`src/zx_host_core_pkg.sv`:
```
// Shared bus, paging and speed types for the Spectrum host core, compiled before all modules
package zx_host_core_pkg;

	// ========================================
	// Sizes and memory map
	// ========================================

	// Default SDRAM address width
	localparam int RAM_AW = 25;

	// ROM area, placed at bits 20:16 of ROM addresses
	localparam logic [4:0] ROM_BASE = 5'h17;

	// Fixed banks behind 4000 and 8000
	localparam logic [5:0] BANK_SCREEN = 6'd5;
	localparam logic [5:0] BANK_MID = 6'd2;

	// Profi 1024K extended page port
	localparam logic [15:0] PORT_DFFD = 16'hDFFD;

	// ========================================
	// Turbo speeds
	// ========================================

	// Divider mask, the number of ones sets the period as 2^k clocks
	typedef logic [4:0] speed_t;

	localparam speed_t SPEED_3M5 = 5'b11111;
	localparam speed_t SPEED_7M = 5'b01111;
	localparam speed_t SPEED_14M = 5'b00111;
	localparam speed_t SPEED_28M = 5'b00011;
	localparam speed_t SPEED_56M = 5'b00001;

	// ========================================
	// Bus and port types
	// ========================================

	// Memory models, sampled while reset is high
	typedef enum logic [1:0] {
		MODE_128K = 2'd0,
		MODE_P512 = 2'd1,
		MODE_P1024 = 2'd2,
		MODE_48K = 2'd3
	} mem_mode_t;

	// CPU bus as seen by the core, all strobes active high
	typedef struct packed {
		logic [15:0] addr;
		logic [7:0] dout;
		logic mreq;
		logic iorq;
		logic rd;
		logic wr;
		logic m1;
	} cpu_bus_t;

	// SDRAM request, held only as long as the CPU cycle lasts
	typedef struct packed {
		logic [RAM_AW-1:0] addr;
		logic [7:0] din;
		logic rd;
		logic we;
	} ram_req_t;

	// ULA output latch of port FE
	typedef struct packed {
		logic [2:0] border;
		logic ear;
		logic mic;
	} ula_port_t;

	// Paging state from 7FFD and the extended ports
	typedef struct packed {
		logic [1:0] rom_page;
		logic [5:0] ram_page;
		logic scr_page;
	} page_state_t;

endpackage

```
`src/cpu_clock_gen.sv`:
```
// CPU clock-enable generator, divides clk_sys by the turbo mask and gates with cpu_en
`timescale 1ns/1ps

module cpu_clock_gen #(
	parameter int CNT_W = 6
) (
	input logic clk_sys,
	input logic reset,
	input zx_host_core_pkg::speed_t speed,
	input logic cpu_en,
	output logic tick_n,
	output logic ce_cpu_p,
	output logic ce_cpu_n
);

	// Free-running divider and its view through the speed mask
	logic [CNT_W-1:0] counter;
	logic [CNT_W-1:0] mask;
	logic [CNT_W-1:0] phase;
	logic [CNT_W-1:0] half_mark;
	logic tick_p;

	assign mask = CNT_W'(speed);
	assign phase = counter & mask;

	// Highest mask bit only, i.e. half a CPU period after phase zero
	assign half_mark = mask ^ (mask >> 1);

	// ========================================
	// Divider and raw ticks
	// ========================================

	always_ff @(posedge clk_sys) begin
		if (reset) begin
			counter <= '0;
			tick_p <= 1'b0;
			tick_n <= 1'b0;
		end else begin
			counter <= counter + 1'b1;
			tick_p <= (phase == '0);
			// At divide by 2 this lands on the odd cycle
			tick_n <= (phase == half_mark);
		end
	end

	// ========================================
	// Gated enables to the CPU
	// ========================================

	assign ce_cpu_p = tick_p & cpu_en;
	assign ce_cpu_n = tick_n & cpu_en;

endmodule

```
`src/speed_ctrl.sv`:
```
// Speed sequencer, applies turbo requests and holds the CPU on settle, pause and SDRAM wait
`timescale 1ns/1ps

module speed_ctrl (
	input logic clk_sys,
	input logic reset,
	input logic tick_n,
	input zx_host_core_pkg::speed_t speed_req,
	input logic pause,
	input logic ram_ready,
	output zx_host_core_pkg::speed_t speed,
	output logic cpu_en
);

	typedef enum logic [1:0] {
		ST_RUN,
		ST_SETTLE,
		ST_RAM_WAIT,
		ST_PAUSED
	} state_t;

	state_t state;
	logic [1:0] settle_cnt;
	logic speed_change;
	logic fast_speed;
	logic can_run;

	assign speed_change = (speed_req != speed);

	// Only the two fastest dividers outrun the SDRAM
	assign fast_speed = (speed[4:2] == 3'b000);
	assign can_run = ram_ready & ~pause;

	// CPU runs only in RUN
	assign cpu_en = (state == ST_RUN);

	// ========================================
	// Sequencer, steps on the negative tick
	// ========================================

	always_ff @(posedge clk_sys) begin
		if (reset) begin
			state <= ST_RUN;
			speed <= zx_host_core_pkg::SPEED_3M5;
			settle_cnt <= 2'd0;
		end else if (tick_n) begin
			if (speed_change) begin
				// New request restarts the settle time from any state
				state <= ST_SETTLE;
				speed <= speed_req;
				settle_cnt <= 2'd0;
			end else begin
				case (state)
					ST_RUN: begin
						if (fast_speed & ~ram_ready) begin
							state <= ST_RAM_WAIT;
						end else if (pause) begin
							state <= ST_PAUSED;
						end
					end
					ST_SETTLE: begin
						if (settle_cnt != 2'd2) begin
							settle_cnt <= settle_cnt + 2'd1;
						end else if (can_run) begin
							state <= ST_RUN;
						end
					end
					ST_RAM_WAIT: begin
						if (can_run) begin
							state <= ST_RUN;
						end else if (ram_ready) begin
							state <= ST_PAUSED;
						end
					end
					ST_PAUSED: begin
						if (can_run) begin
							state <= ST_RUN;
						end
					end
					default: begin
						state <= ST_RUN;
					end
				endcase
			end
		end
	end

endmodule

```
`src/port_regs.sv`:
```
// Paging ports 7FFD and DFFD and the ULA port FE, written on the CPU I/O write edge
`timescale 1ns/1ps

module port_regs (
	input logic clk_sys,
	input logic reset,
	input zx_host_core_pkg::cpu_bus_t bus,
	input zx_host_core_pkg::mem_mode_t mode,
	output zx_host_core_pkg::page_state_t pages,
	output zx_host_core_pkg::ula_port_t ula
);

	// I/O write strobe and its previous value
	logic io_wr;
	logic io_wr_q;
	logic io_wr_edge;

	// Memory model flags, taken while reset is high
	logic zx48;
	logic p512;
	logic pf1024;

	// 7FFD bits 5:0 and the extended page above them
	logic [5:0] page_7ffd;
	logic [2:0] page_ext;

	logic page_sel;
	logic page_lock;
	logic dffd_sel;
	logic ula_sel;

	assign io_wr = bus.iorq & bus.wr & ~bus.m1;
	assign io_wr_edge = io_wr & ~io_wr_q;

	// Partial decode, A15 and A1 low
	assign page_sel = ~bus.addr[15] & ~bus.addr[1];
	assign page_lock = zx48 | page_7ffd[5];
	assign dffd_sel = pf1024 & (bus.addr == zx_host_core_pkg::PORT_DFFD);
	assign ula_sel = ~bus.addr[0];

	// ========================================
	// Port writes
	// ========================================

	always_ff @(posedge clk_sys) begin
		if (reset) begin
			io_wr_q <= 1'b0;
			zx48 <= (mode == zx_host_core_pkg::MODE_48K);
			p512 <= (mode == zx_host_core_pkg::MODE_P512);
			pf1024 <= (mode == zx_host_core_pkg::MODE_P1024);
			page_7ffd <= 6'd0;
			page_ext <= 3'd0;
			ula <= '0;
		end else begin
			io_wr_q <= io_wr;
			if (io_wr_edge) begin
				if (page_sel & ~page_lock) begin
					page_7ffd <= bus.dout[5:0];
					// Pentagon 512K keeps its two extra bits in D7..D6
					if (p512) begin
						page_ext[1:0] <= bus.dout[7:6];
					end
				end
				if (dffd_sel) begin
					page_ext <= bus.dout[2:0];
				end
				if (ula_sel) begin
					ula.border <= bus.dout[2:0];
					ula.mic <= bus.dout[3];
					ula.ear <= bus.dout[4];
				end
			end
		end
	end

	// ========================================
	// Paging outputs
	// ========================================

	// ROM 3 is the 48K BASIC image
	assign pages.rom_page = (zx48 | page_7ffd[4]) ? 2'd3 : 2'd2;
	assign pages.ram_page = {page_ext, page_7ffd[2:0]};
	assign pages.scr_page = page_7ffd[3];

endmodule

```
`src/mem_map.sv`:
```
// CPU-to-SDRAM address map, turns each CPU memory cycle into an SDRAM request
`timescale 1ns/1ps

module mem_map #(
	parameter int RAM_AW = zx_host_core_pkg::RAM_AW
) (
	input zx_host_core_pkg::cpu_bus_t bus,
	input zx_host_core_pkg::page_state_t pages,
	output zx_host_core_pkg::ram_req_t ram
);

	// ROM base, page and offset fill bits 20:0
	localparam int MAP_W = 21;

	logic [13:0] offset;
	logic [1:0] quarter;
	logic [MAP_W-1:0] map_addr;
	logic [RAM_AW-1:0] ram_addr;
	logic rom_area;

	assign offset = bus.addr[13:0];
	assign quarter = bus.addr[15:14];
	assign rom_area = (quarter == 2'b00);

	// ========================================
	// Quarter decode
	// ========================================

	always_comb begin
		case (quarter)
			2'b00: begin
				map_addr = {zx_host_core_pkg::ROM_BASE, pages.rom_page, offset};
			end
			2'b01: begin
				map_addr = MAP_W'({zx_host_core_pkg::BANK_SCREEN, offset});
			end
			2'b10: begin
				map_addr = MAP_W'({zx_host_core_pkg::BANK_MID, offset});
			end
			default: begin
				// Banked RAM at C000
				map_addr = MAP_W'({pages.ram_page, offset});
			end
		endcase
	end

	assign ram_addr = RAM_AW'(map_addr);

	// ========================================
	// Request
	// ========================================

	assign ram.addr = ram_addr;
	assign ram.din = bus.dout;
	assign ram.rd = bus.mreq & bus.rd;
	// ROM is write protected
	assign ram.we = bus.mreq & bus.wr & ~rom_area;

endmodule

```
`src/zx_host_core.sv`:
```
// Top of the Spectrum host core, connects clocking, speed control, ports and memory map
`timescale 1ns/1ps

module zx_host_core #(
	parameter int RAM_AW = zx_host_core_pkg::RAM_AW,
	parameter int CNT_W = 6
) (
	input logic clk_sys,
	input logic reset,
	input zx_host_core_pkg::cpu_bus_t bus,
	input zx_host_core_pkg::speed_t speed_req,
	input logic pause,
	input zx_host_core_pkg::mem_mode_t mode,
	input logic ram_ready,
	output zx_host_core_pkg::ram_req_t ram,
	output zx_host_core_pkg::ula_port_t ula,
	output logic ce_cpu_p,
	output logic ce_cpu_n
);

	logic tick_n;
	logic cpu_en;
	zx_host_core_pkg::speed_t speed;
	zx_host_core_pkg::page_state_t pages;

	// ========================================
	// CPU clocking
	// ========================================

	cpu_clock_gen #(
		.CNT_W(CNT_W)
	) i_cpu_clock_gen (
		.clk_sys(clk_sys),
		.reset(reset),
		.speed(speed),
		.cpu_en(cpu_en),
		.tick_n(tick_n),
		.ce_cpu_p(ce_cpu_p),
		.ce_cpu_n(ce_cpu_n)
	);

	speed_ctrl i_speed_ctrl (
		.clk_sys(clk_sys),
		.reset(reset),
		.tick_n(tick_n),
		.speed_req(speed_req),
		.pause(pause),
		.ram_ready(ram_ready),
		.speed(speed),
		.cpu_en(cpu_en)
	);

	// ========================================
	// Ports and memory
	// ========================================

	port_regs i_port_regs (
		.clk_sys(clk_sys),
		.reset(reset),
		.bus(bus),
		.mode(mode),
		.pages(pages),
		.ula(ula)
	);

	mem_map #(
		.RAM_AW(RAM_AW)
	) i_mem_map (
		.bus(bus),
		.pages(pages),
		.ram(ram)
	);

endmodule

```
`config.mk`:
```
export PLATFORM = sky130hd
export DESIGN_NAME = zx_host_core
export DESIGN_NICKNAME = d
export VERILOG_FILES = /design/src/zx_host_core_pkg.sv /design/src/cpu_clock_gen.sv /design/src/speed_ctrl.sv /design/src/port_regs.sv /design/src/mem_map.sv /design/src/zx_host_core.sv
export SDC_FILE = /design/constraint.sdc
export NUM_CORES = 1
export LEC_CHECK = 0
export ABC_AREA = 1
export ABC_CLOCK_PERIOD_IN_PS = 1800
export BUFFER_PORTS_ARGS = -buffer_cell sky130_fd_sc_hd__buf_2
export CORE_ASPECT_RATIO = 2
export CORE_UTILIZATION = 52
export DETAILED_ROUTE_END_ITERATION = 7
export GPL_ROUTABILITY_DRIVEN = 0
export HOLD_SLACK_MARGIN = 0.03
export MAX_ROUTING_LAYER = met4
export PLACE_DENSITY_LB_ADDON = 0.15
export SLEW_MARGIN = 5
export SYNTH_ARGS = -nofsm -noshare
export SYNTH_HDL_FRONTEND = slang
export SYNTH_SLANG_ARGS = --single-unit
```
`constraint.sdc`:
```
create_clock -name clk_sys -period 1.8 [get_ports clk_sys]
set_input_delay 0 -clock clk_sys [delete_from_list [all_inputs] [get_ports clk_sys]]
set_output_delay 0 -clock clk_sys [all_outputs]
set_load 0.03 [all_outputs]
```
==> results_dict.tcl <==
set metrics [dict create \
    crit_start "bus[3]" \
    synth_cells 294 \
    root_buffer "clkbuf_8" \
    synthTopCellsByArea "dfxtp_1 31%, nand2_1 14%, buf_4 9.9%" \
    synthDistinctLibCells 27 \
    start_util_pct 54.4 \
    cp-end-kind "flop" \
    io_pins 82 \
    yosysWarningCount 0 \
    met3_length_um 206 \
    num_vias 1981 \
    grt_pass1_wl_mm 6.98 \
    reg2reg_depth 10 \
    drive_gt1_share_pct 26.0 \
    die_w_um 45.4 \
    synth_seq_area_share_pct 35.2 \
    yosysTopAreaCellShare_pct 30.6 \
    clockBufferDepth 2 \
    grt_pass1_vias 1785 \
    grt_antenna_before_repair 0 \
    port_buffers 77 \
    p_per_area_nw_per_um2 671 \
    timing.final.hold_violations 0 \
    slew_violations 0 \
    ys_ff_latch 33 \
    antenna_left 0 \
    finalClockSkew_ps 6.71 \
    drt-pass1-iter-count 4 \
    grt_overflow_total 0 \
    setup-tns-final_ps 0 \
    status "finished clean" \
    drt_iter0_drc 40 \
    fin_crit_ps 1470 \
    cp.required_ps 1980 \
    setup_violations 0 \
    avgViaCountPerCell 4.79 \
    fmax_mhz 681 \
    top_layer "met4" \
    cts_max_level 2 \
    row_count 31 \
    reg2reg_slack_ps 390 \
    synth_area_per_cell_um2 6.67 \
    fin_crit_sh_pct 81.6 \
    grt_max_degree 20 \
    syn2layout_area_growth_pct 22.8 \
    final_cell_mix "77 x buf_2, 75 x nand2_1, 43 x nor2_1, 39 x inv_1, 30 x dfxtp_1" \
    critPathArrivalTime_ps 1650 \
    nNetsFinal 407 \
    cts_buffers 5 \
    fillers 344 \
    min_to "i_speed_ctrl.speed[3]$_SDFFE_PP1P_" \
    clk_latency_ps 280 \
    wl_per_cell_um 11.0 \
    place_hpwl_mm 3.56 \
    wl_met1_mm 1.61 \
    cap_viol_max_count 0 \
    yosys.area.top_type "dfxtp_1" \
    holdPathStages 3 \
    reg2reg_to "i_port_regs.page_ext[1]$_SDFFE_PP0P_" \
    netlist_area_um2 1960 \
    timing.critical_path.fanout_max 8 \
    core_um2 3610 \
    wl_mm 4.54 \
    critPathLaunchType "input port" \
    fp.dieH_um 88.9 \
    track_usage_pct 24.5 \
    wl_met2_mm 2.58 \
    p_leak_nw 1.29 \
    finalWorstSetupSlack_ps 331 \
    rsz0062_at_grt "false" \
    dp_slack_ps 397 \
    r2r-start "i_port_regs.zx48$_DFFE_PP_" \
    dieArea_um2 4040 \
    cts.sinks 33 \
    final_common_cell "buf_2" \
    crit_type "in -> reg" \
    hold_class "in -> reg" \
    cts_tree "yes" \
    clkTransAtPathRegs_ps 60 \
    worstHoldStart "speed_req[3]" \
    ir_worst_vdd_uv 564 \
    num_antenna_cells 0 \
    post_cts_buffers 0 \
    drc 0 \
]
## what timing repair did
item,4_1_cts,5_1_grt
hold endpoints to repair,13,0
resized for setup,0,0
hold buffers,12,0
## layout make-up
| cell class | instances | area [um2] | share of cell area [%] |
|---|---|---|---|
| multi-input cells | 194 | 915 | 38.0 |
| flip-flops and latches | 33 | 691 | 28.7 |
| repair buffers | 89 | 505 | 21.0 |
| inverters | 41 | 154 | 6.39 |
| clock buffers | 6 | 72.6 | 3.01 |
| well taps | 49 | 61.3 | 2.55 |
| clock inverters | 2 | 10.0 | 0.416 |
## layer usage
metal / track usage [%] / up-vias
met5: - / -
met1: 19.1 / 874
met3: 4.49 / 13
met4: 14.0 / 0
li1: - / 1024
met2: 47.5 / 70
## power breakdown
part	internal, mW	switching (mW)	total [mW]	leakage [nW]
registers	0.759	0.0121	0.771	0.272
clock network	0.268	0.270	0.538	0.0450
logic	0.107	0.201	0.307	0.972
total	1.13	0.483	1.62	1.29
## flip-flops by register name (all words and copies together), names as in the netlist
name / cells
i_speed_ctrl.settle_cnt: 2
i_port_regs.zx48: 1
i_cpu_clock_gen.tick_n: 1
i_cpu_clock_gen.tick_p: 1
i_port_regs.p512: 1
i_port_regs.pf1024: 1
i_cpu_clock_gen.counter: 5
i_port_regs.ula: 5
i_speed_ctrl.state: 2
i_port_regs.io_wr_q: 1
i_port_regs.page_ext: 3
i_port_regs.page_7ffd: 5
i_speed_ctrl.speed: 5
## Yosys cell counts (all sizes together)
master   instances
o211ai           3
conb             1
buf             27
clkbuf           2
o21ai           17
nor3             4
nand2           76
dfxtp           30
nand3b           2
xor2             2
nor2            45
a2111oi          1
a21oi           13
a211oi           1
inv             41
nand3           22
ha               3
xnor2            1
edfxtp           3
## metrics by stage
step / power, mW / hold WS [ps] / std cells / util [%] / area [um2]
2_1_floorplan: 1.00 / 69.1 / 297 / - / 1970
3_3_place_gp: 1.07 / 249 / 394 / 61.2 / 2210
3_5_place_dp: 1.08 / 251 / 394 / 61.2 / 2210
4_1_cts: 1.63 / 30.1 / 414 / 66.8 / 2410
5_1_grt: 1.69 / 46.5 / 414 / 66.8 / 2410
6_report: 1.62 / 30.0 / 414 / 66.8 / 2410
## worst max-delay path, cell delays in order
cell and delay (ps):
dlygate4sd3_1 540, buf_2 120, nand3b_4 80, nor2_4 190, nand2_1 160, inv_2 130, nand2_1 120, nand2_1 90
inv_1 50, nor2_1 100, nor2_1 50
## logic make-up (layout without fill, tap and decap cells)
family	after synthesis	count (layout)	share of synthesized area, %
buffers and inverters	70	138	18.8
xor gates and xnor gates	3	3	1.34
and+or+nand+nor	149	149	32.6
adders and majority gates	3	3	1.91
other	1	4	0.191
DFF	33	33	35.2
AOI/OAI and AO/OA	35	35	10.0
## how the worst max path moves through the flow
| stage | endpoint | slack (ps) | cells after the start |
|---|---|---|---|
| 2_1_floorplan | i_speed_ctrl.settle_cnt[0]$_SDFFE_PP0P_ | 590 | 8 |
| 3_3_place_gp | i_port_regs.page_ext[1]$_SDFFE_PP0P_ | 400 | 10 |
| 3_5_place_dp | i_port_regs.page_ext[1]$_SDFFE_PP0P_ | 400 | 10 |
| 4_1_cts | i_port_regs.page_ext[1]$_SDFFE_PP0P_ | 360 | 11 |
| 5_1_grt | i_port_regs.page_ext[1]$_SDFFE_PP0P_ | 210 | 11 |
| 6_report | i_port_regs.page_ext[1]$_SDFFE_PP0P_ | 330 | 11 |
No activity file was read; power rests on OpenSTA's default activity.
